[src/core_pkg.sv]
/*
 * Shared definitions of the radio control core
 *   Wishbone and settings widths, settings addresses
 *   readback map and reset values
 *   packed structs for bus, settings words, status and board control
 */
`default_nettype none

package core_pkg;

   //////////////////////////////
   // Widths
   localparam int WB_DW           = 32;
   localparam int WB_AW           = 16;
   localparam int WB_SW           = 4;
   localparam int SET_AW          = 8;
   localparam int RB_AW           = 4;
   localparam int RB_SEL_BIT      = 10;
   localparam int FIFO_DEPTH_LOG2 = 2;

   //////////////////////////////
   // Settings addresses
   localparam logic [SET_AW-1:0] SR_MISC    = 8'd0;
   localparam logic [SET_AW-1:0] SR_CLK     = SR_MISC + 8'd0;
   localparam logic [SET_AW-1:0] SR_SER     = SR_MISC + 8'd1;
   localparam logic [SET_AW-1:0] SR_ADC     = SR_MISC + 8'd2;
   localparam logic [SET_AW-1:0] SR_LED_SW  = SR_MISC + 8'd3;
   localparam logic [SET_AW-1:0] SR_PHY     = SR_MISC + 8'd4;
   localparam logic [SET_AW-1:0] SR_LED_SRC = SR_MISC + 8'd6;

   localparam logic [7:0] LED_SRC_AT_RESET = 8'b0001_1110;

   //////////////////////////////
   // Readback window
   // Major in upper half, minor in lower half
   localparam logic [WB_DW-1:0] COMPAT_NUM = {16'd10, 16'd0};
   localparam logic [WB_DW-1:0] RB_FILL    = '1;
   localparam logic [RB_AW-1:0] RB_COMPAT  = 4'd0;
   localparam logic [RB_AW-1:0] RB_LEDS    = 4'd1;
   localparam logic [RB_AW-1:0] RB_BOARD   = 4'd2;
   localparam logic [RB_AW-1:0] RB_STATUS  = 4'd3;

   typedef struct packed {
      logic [SET_AW-1:0] addr;
      logic [WB_DW-1:0]  data;
   } set_word_t;

   typedef struct packed {
      logic             cyc;
      logic             stb;
      logic             we;
      logic [WB_AW-1:0] adr;
      logic [WB_SW-1:0] sel;
      logic [WB_DW-1:0] dat;
   } wb_req_t;

   typedef struct packed {
      logic             ack;
      logic [WB_DW-1:0] dat;
   } wb_rsp_t;

   typedef struct packed {
      logic run_tx;
      logic run_rx;
      logic clk_status;
      logic serdes_link_up;
      logic good_sync;
   } hw_status_t;

   typedef struct packed {
      logic       clock_ready;
      logic [1:0] clk_en;
      logic [1:0] clk_sel;
      logic       ser_enable;
      logic       ser_prbsen;
      logic       ser_loopen;
      logic       ser_rx_en;
      logic       adc_oe_a;
      logic       adc_on_a;
      logic       adc_oe_b;
      logic       adc_on_b;
      logic       phy_reset_n;
   } board_ctl_t;

   typedef struct packed {
      logic [7:0] leds;
      board_ctl_t ctl;
      hw_status_t status;
   } rb_words_t;

endpackage

`default_nettype wire

[src/settings_fifo.sv]
/*
 * Show-ahead FIFO of settings words
 *   circular buffer with read and write pointers and an occupancy count
 *   head word is visible without latency
 */
`timescale 1ns/100ps
`default_nettype none

module settings_fifo #(
   parameter int DEPTH_LOG2 = 2
) (
   input  wire                    dsp_clk,
   input  wire                    por_rst,
   input  wire                    push_i,
   input  core_pkg::set_word_t    push_word_i,
   input  wire                    pop_i,
   output core_pkg::set_word_t    head_o,
   output logic                   full_o,
   output logic                   empty_o
);

   import core_pkg::*;

   localparam int DEPTH = 2 ** DEPTH_LOG2;

   set_word_t             mem [DEPTH];
   logic [DEPTH_LOG2-1:0] wr_ptr;
   logic [DEPTH_LOG2-1:0] rd_ptr;
   logic [DEPTH_LOG2:0]   count;
   logic                  do_push;
   logic                  do_pop;

   assign full_o  = (count == (DEPTH_LOG2+1)'(DEPTH));
   assign empty_o = (count == '0);

   assign do_push = push_i & ~full_o;
   assign do_pop  = pop_i & ~empty_o;

   assign head_o = mem[rd_ptr];

   //////////////////////////////
   // Storage
   always_ff @(posedge dsp_clk) begin
      if (do_push) begin
         mem[wr_ptr] <= push_word_i;
      end
   end

   //////////////////////////////
   // Pointers and count
   always_ff @(posedge dsp_clk) begin
      if (por_rst) begin
         wr_ptr <= '0;
         rd_ptr <= '0;
         count  <= '0;
      end else begin
         if (do_push)
            wr_ptr <= wr_ptr + 1'b1;
         if (do_pop)
            rd_ptr <= rd_ptr + 1'b1;
         // Simultaneous push and pop leaves the count alone
         case ({do_push, do_pop})
            2'b10:   count <= count + 1'b1;
            2'b01:   count <= count - 1'b1;
            default: count <= count;
         endcase
      end
   end

   // Producer must respect full
   no_push_when_full: assert property (
      @(posedge dsp_clk) disable iff (por_rst)
      push_i |-> !full_o
   ) else $error("push into a full settings FIFO");

   // Consumer must respect empty
   no_pop_when_empty: assert property (
      @(posedge dsp_clk) disable iff (por_rst)
      pop_i |-> !empty_o
   ) else $error("pop from an empty settings FIFO");

endmodule

`default_nettype wire

[src/settings_wb_slave.sv]
/*
 * Wishbone classic slave for the settings bus
 *   writes below the readback region become settings words
 *   reads are held until every queued setting has been applied
 */
`timescale 1ns/100ps
`default_nettype none

module settings_wb_slave (
   input  wire                    dsp_clk,
   input  wire                    por_rst,
   input  core_pkg::wb_req_t      wb_req_i,
   output core_pkg::wb_rsp_t      wb_rsp_o,
   input  wire                    fifo_full_i,
   input  wire                    fifo_empty_i,
   output logic                   push_o,
   output core_pkg::set_word_t    push_word_o,
   input  core_pkg::rb_words_t    rb_words_i
);

   import core_pkg::*;

   logic             req_vld;
   logic             rb_region;
   logic             ack_d;
   logic             ack_q;
   logic [WB_DW-1:0] rb_word;
   logic [WB_DW-1:0] rd_dat_q;
   logic [RB_AW-1:0] rb_idx;

   assign req_vld   = wb_req_i.cyc & wb_req_i.stb;
   assign rb_region = wb_req_i.adr[RB_SEL_BIT];
   assign rb_idx    = wb_req_i.adr[RB_AW+1:2];

   //////////////////////////////
   // Ack decision
   // Writes wait for room, reads wait for the queue to drain
   always_comb begin
      ack_d = 1'b0;
      if (req_vld && !ack_q) begin
         if (!wb_req_i.we)
            ack_d = fifo_empty_i;
         else if (rb_region)
            ack_d = 1'b1;
         else
            ack_d = !fifo_full_i;
      end
   end

   // Push lands on the same edge as the ack
   assign push_o = req_vld & ~ack_q & wb_req_i.we & ~rb_region & ~fifo_full_i;

   assign push_word_o.addr = wb_req_i.adr[SET_AW+1:2];
   assign push_word_o.data = wb_req_i.dat;

   //////////////////////////////
   // Readback mux
   always_comb begin
      case (rb_idx)
         RB_COMPAT: rb_word = COMPAT_NUM;
         RB_LEDS:   rb_word = WB_DW'(rb_words_i.leds);
         RB_BOARD:  rb_word = WB_DW'(rb_words_i.ctl);
         RB_STATUS: rb_word = WB_DW'(rb_words_i.status);
         default:   rb_word = RB_FILL;
      endcase
   end

   always_ff @(posedge dsp_clk) begin
      if (por_rst) begin
         ack_q <= 1'b0;
      end else begin
         ack_q <= ack_d;
      end
   end

   // Settings region reads as zero
   always_ff @(posedge dsp_clk) begin
      if (ack_d) begin
         rd_dat_q <= rb_region ? rb_word : '0;
      end
   end

   assign wb_rsp_o.ack = ack_q;
   assign wb_rsp_o.dat = rd_dat_q;

   // Every ack answers a request seen one cycle earlier
   ack_follows_req: assert property (
      @(posedge dsp_clk) disable iff (por_rst)
      $rose(ack_q) |-> $past(req_vld)
   ) else $error("ack without a preceding request");

endmodule

`default_nettype wire

[src/misc_settings_regs.sv]
/*
 * Misc settings register bank
 *   clock, SERDES, ADC and PHY reset control lines
 *   LED software value and per-bit LED source select
 *   readback values for the bus slave
 */
`timescale 1ns/100ps
`default_nettype none

module misc_settings_regs (
   input  wire                    dsp_clk,
   input  wire                    por_rst,
   input  core_pkg::set_word_t    head_i,
   input  wire                    empty_i,
   input  wire                    hold_i,
   output logic                   pop_o,
   input  core_pkg::hw_status_t   hw_status_i,
   output core_pkg::board_ctl_t   board_ctl_o,
   output logic [7:0]             leds_o,
   output core_pkg::rb_words_t    rb_words_o
);

   import core_pkg::*;

   logic [7:0] clock_outs;
   logic [7:0] serdes_outs;
   logic [7:0] adc_outs;
   logic [7:0] led_sw;
   logic [7:0] led_src;
   logic [7:0] led_hw;
   logic       phy_reset;

   // Hold freezes the queue so a group of writes lands together
   assign pop_o = ~empty_i & ~hold_i;

   //////////////////////////////
   // Settings registers
   always_ff @(posedge dsp_clk) begin
      if (por_rst) begin
         clock_outs  <= '0;
         serdes_outs <= '0;
         adc_outs    <= '0;
         led_sw      <= '0;
         phy_reset   <= 1'b0;
         led_src     <= LED_SRC_AT_RESET;
      end else if (pop_o) begin
         case (head_i.addr)
            SR_CLK:     clock_outs  <= head_i.data[7:0];
            SR_SER:     serdes_outs <= head_i.data[7:0];
            SR_ADC:     adc_outs    <= head_i.data[7:0];
            SR_LED_SW:  led_sw      <= head_i.data[7:0];
            SR_PHY:     phy_reset   <= head_i.data[0];
            SR_LED_SRC: led_src     <= head_i.data[7:0];
            // Other addresses belong to blocks not present here
            default: ;
         endcase
      end
   end

   //////////////////////////////
   // Control line mapping
   always_comb begin
      board_ctl_o.clock_ready = clock_outs[4];
      board_ctl_o.clk_en      = clock_outs[3:2];
      board_ctl_o.clk_sel     = clock_outs[1:0];
      board_ctl_o.ser_enable  = serdes_outs[3];
      board_ctl_o.ser_prbsen  = serdes_outs[2];
      board_ctl_o.ser_loopen  = serdes_outs[1];
      board_ctl_o.ser_rx_en   = serdes_outs[0];
      board_ctl_o.adc_oe_a    = adc_outs[3];
      board_ctl_o.adc_on_a    = adc_outs[2];
      board_ctl_o.adc_oe_b    = adc_outs[1];
      board_ctl_o.adc_on_b    = adc_outs[0];
      // PHY reset pin is active low
      board_ctl_o.phy_reset_n = ~phy_reset;
   end

   //////////////////////////////
   // LEDs
   // Source bit 1 selects hardware, 0 selects software
   assign led_hw = {3'b000,
                    hw_status_i.run_tx,
                    hw_status_i.run_rx,
                    hw_status_i.clk_status,
                    hw_status_i.serdes_link_up & hw_status_i.good_sync,
                    1'b0};

   assign leds_o = (led_src & led_hw) | (~led_src & led_sw);

   assign rb_words_o.leds   = leds_o;
   assign rb_words_o.ctl    = board_ctl_o;
   assign rb_words_o.status = hw_status_i;

   // Nothing is applied while the hold is on
   hold_freezes_regs: assert property (
      @(posedge dsp_clk) disable iff (por_rst)
      hold_i |=> $stable({board_ctl_o, led_sw, led_src})
   ) else $error("settings applied while hold was high");

endmodule

`default_nettype wire

[src/radio_ctrl_top.sv]
/*
 * Top of the radio control core
 *   Wishbone settings slave, settings FIFO and misc register bank
 */
`timescale 1ns/100ps
`default_nettype none

module radio_ctrl_top (
   input  wire                    dsp_clk,
   input  wire                    por_rst,
   input  core_pkg::wb_req_t      wb_req_i,
   output core_pkg::wb_rsp_t      wb_rsp_o,
   input  wire                    settings_hold_i,
   input  core_pkg::hw_status_t   hw_status_i,
   output core_pkg::board_ctl_t   board_ctl_o,
   output logic [7:0]             leds_o
);

   import core_pkg::*;

   logic      fifo_full;
   logic      fifo_empty;
   logic      fifo_push;
   logic      fifo_pop;
   set_word_t push_word;
   set_word_t head_word;
   rb_words_t rb_words;

   //////////////////////////////
   // Bus side
   settings_wb_slave wb_slave (
      .dsp_clk      (dsp_clk),
      .por_rst      (por_rst),
      .wb_req_i     (wb_req_i),
      .wb_rsp_o     (wb_rsp_o),
      .fifo_full_i  (fifo_full),
      .fifo_empty_i (fifo_empty),
      .push_o       (fifo_push),
      .push_word_o  (push_word),
      .rb_words_i   (rb_words)
   );

   // Same-clock queue between bus and registers
   settings_fifo #(
      .DEPTH_LOG2 (FIFO_DEPTH_LOG2)
   ) set_fifo (
      .dsp_clk     (dsp_clk),
      .por_rst     (por_rst),
      .push_i      (fifo_push),
      .push_word_i (push_word),
      .pop_i       (fifo_pop),
      .head_o      (head_word),
      .full_o      (fifo_full),
      .empty_o     (fifo_empty)
   );

   //////////////////////////////
   // Register side
   misc_settings_regs misc_regs (
      .dsp_clk     (dsp_clk),
      .por_rst     (por_rst),
      .head_i      (head_word),
      .empty_i     (fifo_empty),
      .hold_i      (settings_hold_i),
      .pop_o       (fifo_pop),
      .hw_status_i (hw_status_i),
      .board_ctl_o (board_ctl_o),
      .leds_o      (leds_o),
      .rb_words_o  (rb_words)
   );

endmodule

`default_nettype wire

[config.mk]
export PLATFORM = sky130hd
export DESIGN_NAME = radio_ctrl_top
export DESIGN_NICKNAME = d
export VERILOG_FILES = /design/src/core_pkg.sv /design/src/settings_fifo.sv /design/src/settings_wb_slave.sv /design/src/misc_settings_regs.sv /design/src/radio_ctrl_top.sv
export SDC_FILE = /design/constraint.sdc
export NUM_CORES = 1
export LEC_CHECK = 0
export ABC_AREA = 1
export BUFFER_PORTS_ARGS = -buffer_cell sky130_fd_sc_hd__buf_2
export CAP_MARGIN = 5
export CORE_MARGIN = 10
export CORE_UTILIZATION = 60
export CTS_CLUSTER_SIZE = 30
export DETAILED_ROUTE_END_ITERATION = 10
export PLACE_DENSITY = 0.83
export SYNTH_ARGS = -nofsm -noshare
export SYNTH_HDL_FRONTEND = slang
export SYNTH_HIERARCHICAL = 1
export SYNTH_SLANG_ARGS = --single-unit
[constraint.sdc]
create_clock -name dsp_clk -period 4.3 [get_ports dsp_clk]
set_input_delay 0.43 -clock dsp_clk [delete_from_list [all_inputs] [get_ports dsp_clk]]
set_output_delay 0.43 -clock dsp_clk [all_outputs]
set_load 0.02 [all_outputs]
==> metrics.log <==
INFO  metric outcome = finished clean
INFO  metric syn-num-nets = between 600 and 700
INFO  metric post_drt_wl_per_cell = between 15 and 20 µm
INFO  metric place.gp.congestion = roughly 0.87
INFO  metric grt_pass1_wl = between 15000 and 20000 µm
INFO  metric vdd_drop_max = 0.392 mV
INFO  metric worstPathRequired = approximately 4700 ps
INFO  metric post_drt_via_cell_ratio = between 5 and 6
INFO  metric rrSetupSlack = 1530 ps
INFO  metric buffers_inserted_by_post_cts_timing_repair = 0
INFO  metric ys.warnings.count = 6
INFO  metric crit_path_start_kind = register
INFO  metric path_max_fanout = 17
INFO  metric synth.avg_cell_area = roughly 9.7 µm²
INFO  metric drv_cap = 0
INFO  metric antenna_cells_inserted = 0
INFO  metric setup_total_negative_slack = 0 ps
INFO  metric nets = 685
INFO  metric timing.rr.end = misc_regs/phy_reset
INFO  metric port_buffers = 82
INFO  metric clock_skew = 4.79 ps
INFO  metric hold_ws = about 130 ps
INFO  metric setup_viol = 0
INFO  metric core.rowCount = 35
INFO  metric number_of_antenna_violations_at_the_first_check_in_global_routing = 0
INFO  metric floorplan.die_area = ~14000 µm²
INFO  metric post-route-min-period = 2770 ps
INFO  metric overflow = 0
INFO  metric power_density = approximately 440 nW/µm²
INFO  metric critical_setup_path_class = reg -> reg
INFO  metric total_placed_instance_area = approximately 5700 µm²
INFO  metric finish.cell_count_without_fillers = around 760
INFO  metric hold_start = wb_req_i[43]
INFO  metric multi_input_comb_area = between 1500 and 2000 µm²
INFO  metric syn_area = between 5000 and 6000 µm²
INFO  metric num_vias = a little over 4000
INFO  metric clkLatencyLatePin = 520 ps
INFO  metric grt_setup_unrepaired = false
INFO  metric syn_to_final_growth = 8.03%
INFO  metric n_fill_cell = 707
INFO  metric layout-drive-gt1-share = between 20% and 30%
INFO  metric clk_pin_slew = roughly 60 ps
INFO  metric hold_viol = 0
INFO  metric cp.arrival = around 3200 ps
INFO  metric chipHeight = roughly 120 µm
INFO  metric crit_path_end_kind = register
INFO  metric detail-route-antenna-nets = 0
INFO  metric clock-root-buffer = clkbuf_8
INFO  metric relSlewSlack = between 30% and 40%
INFO  metric drc = 0
INFO  metric grt_start_max_net_pins = 33
INFO  metric grt_usage = 17.2%
INFO  metric final_max_slew_viol_count = 0
INFO  metric clk_path_buf_depth = 2
INFO  metric numCtsBuffers = 17
INFO  metric top_level_ports = 118
INFO  metric finalPower = roughly 0.0028 W
INFO  metric routed_wirelength = 12100 µm
INFO  metric hold_path.class = in -> reg
INFO  metric drt_iter0_markers = roughly 380
INFO  metric dpl.cell_count = just over 700
INFO  metric final_area = about 6300 µm²
INFO  metric cts_resized = 0
INFO  metric htreeDepth = 4
INFO  metric die_w = 118 µm
INFO  metric first_global_vias = roughly 4000
INFO  metric worstMarginPinSlew = around 910 ps
INFO  metric finalCritPeriodShare = between 60% and 70%
INFO  metric worst_r2r_path_depth = 9
INFO  metric dp.final_hpwl = approximately 8200 µm
INFO  metric leakage_power_figure = around 2.6 nW
INFO  metric initial_cell_density_of_the_core = a little over 60%
INFO  metric clkSinkCount = 120
INFO  metric post_synth_inst_count = about 600
INFO  metric achievable-frequency = around 360 MHz
INFO  metric setup.worst_path.end = misc_regs/phy_reset
INFO  metric ctsHoldBuffers = 0
INFO  metric cts_tree = done
INFO  metric drt_first_pass_iters = 8
INFO  metric seq_area = between 3000 and 4000 µm²
INFO  metric core_region_area = roughly 9300 µm²
-- layout by cell type, fill, tap and decap left out, types with 5 or more instances in the layout --
master,n
nor2_1,102
buf_2,82
nand2_1,80
edfxtp_1,80
nand3_1,54
inv_1,44
dfxtp_1,40
o21ai_1,23
o21ai_0,19
clkbuf_16,16
o22ai_1,16
a21oi_1,15
nor2_4,9
ha_1,5
buf_4,5
-- worst max-delay path, cell delays in order, from the launching register on --
cell	delay (ps)
dfxtp_1	690
inv_1	440
o21ai_1	210
o22ai_1	180
nor2_1	570
nand2_1	120
nor2_1	210
nand3_1	120
nand2_1	80
nor2_1	50
-- power breakdown --
group          leakage (nW)  internal (W)  switching [W]
Sequential             1.05       0.00125     0.00000637
Combinational          1.23     0.0000421       0.000100
Clock                 0.275      0.000877       0.000494
Total                  2.56       0.00217       0.000601
-- worst min-delay path by stage --
| stage | endpoint | depth (start not counted) |
|---|---|---|
| 2_1_floorplan | misc_regs/led_src[2] | 2 |
| 5_1_grt | set_fifo/mem[0][37] | 1 |
| 6_report | set_fifo/mem[2][37] | 1 |
| 3_3_place_gp | misc_regs/led_sw[2] | 2 |
| 4_1_cts | set_fifo/mem[1][37] | 1 |
| 3_5_place_dp | misc_regs/led_src[4] | 2 |
-- registers in the layout (all words and copies together), names as in the netlist, named ones only --
| signal | cells |
|---|---|
| wb_slave/rd_dat_q | 16 |
| misc_regs/phy_reset | 1 |
| wb_slave/ack_q | 1 |
| set_fifo/wr_ptr | 2 |
| misc_regs/led_sw | 8 |
| set_fifo/rd_ptr | 2 |
| set_fifo/mem | 64 |
| misc_regs/adc_outs | 4 |
| set_fifo/count | 3 |
| misc_regs/clock_outs | 5 |
| misc_regs/led_src | 8 |
| misc_regs/serdes_outs | 4 |
-- layout make-up --
type                       instances  share of cell area [%]
tap                              129                    2.58
inverter                          49                    3.22
clock inverter                    13                    2.46
clock buffer                      19                    6.73
multi-input combinational        341                    26.7
timing repair buffer              87                    7.15
sequential                       120                    51.1
-- per-layer routing --
metal / vias up / GRT usage (%) / part of all wire, %
li1: 1952 / - / -
met1: 1915 / 19.6 / 42
met5: - / 0 / 0
met2: 166 / 28.5 / 48
met4: 0 / 7.88 / 2.0
met3: 24 / 5.90 / 7.7
-- stage by stage --
step	worst slack (ps)	util, %
after detailed placement	1700	61.0
final	1530	67.1
after floorplan	2230	-
after CTS	1560	67.1
after global placement	1740	61.0
after global routing	1310	67.1
(Power assumes the default switching activity.)
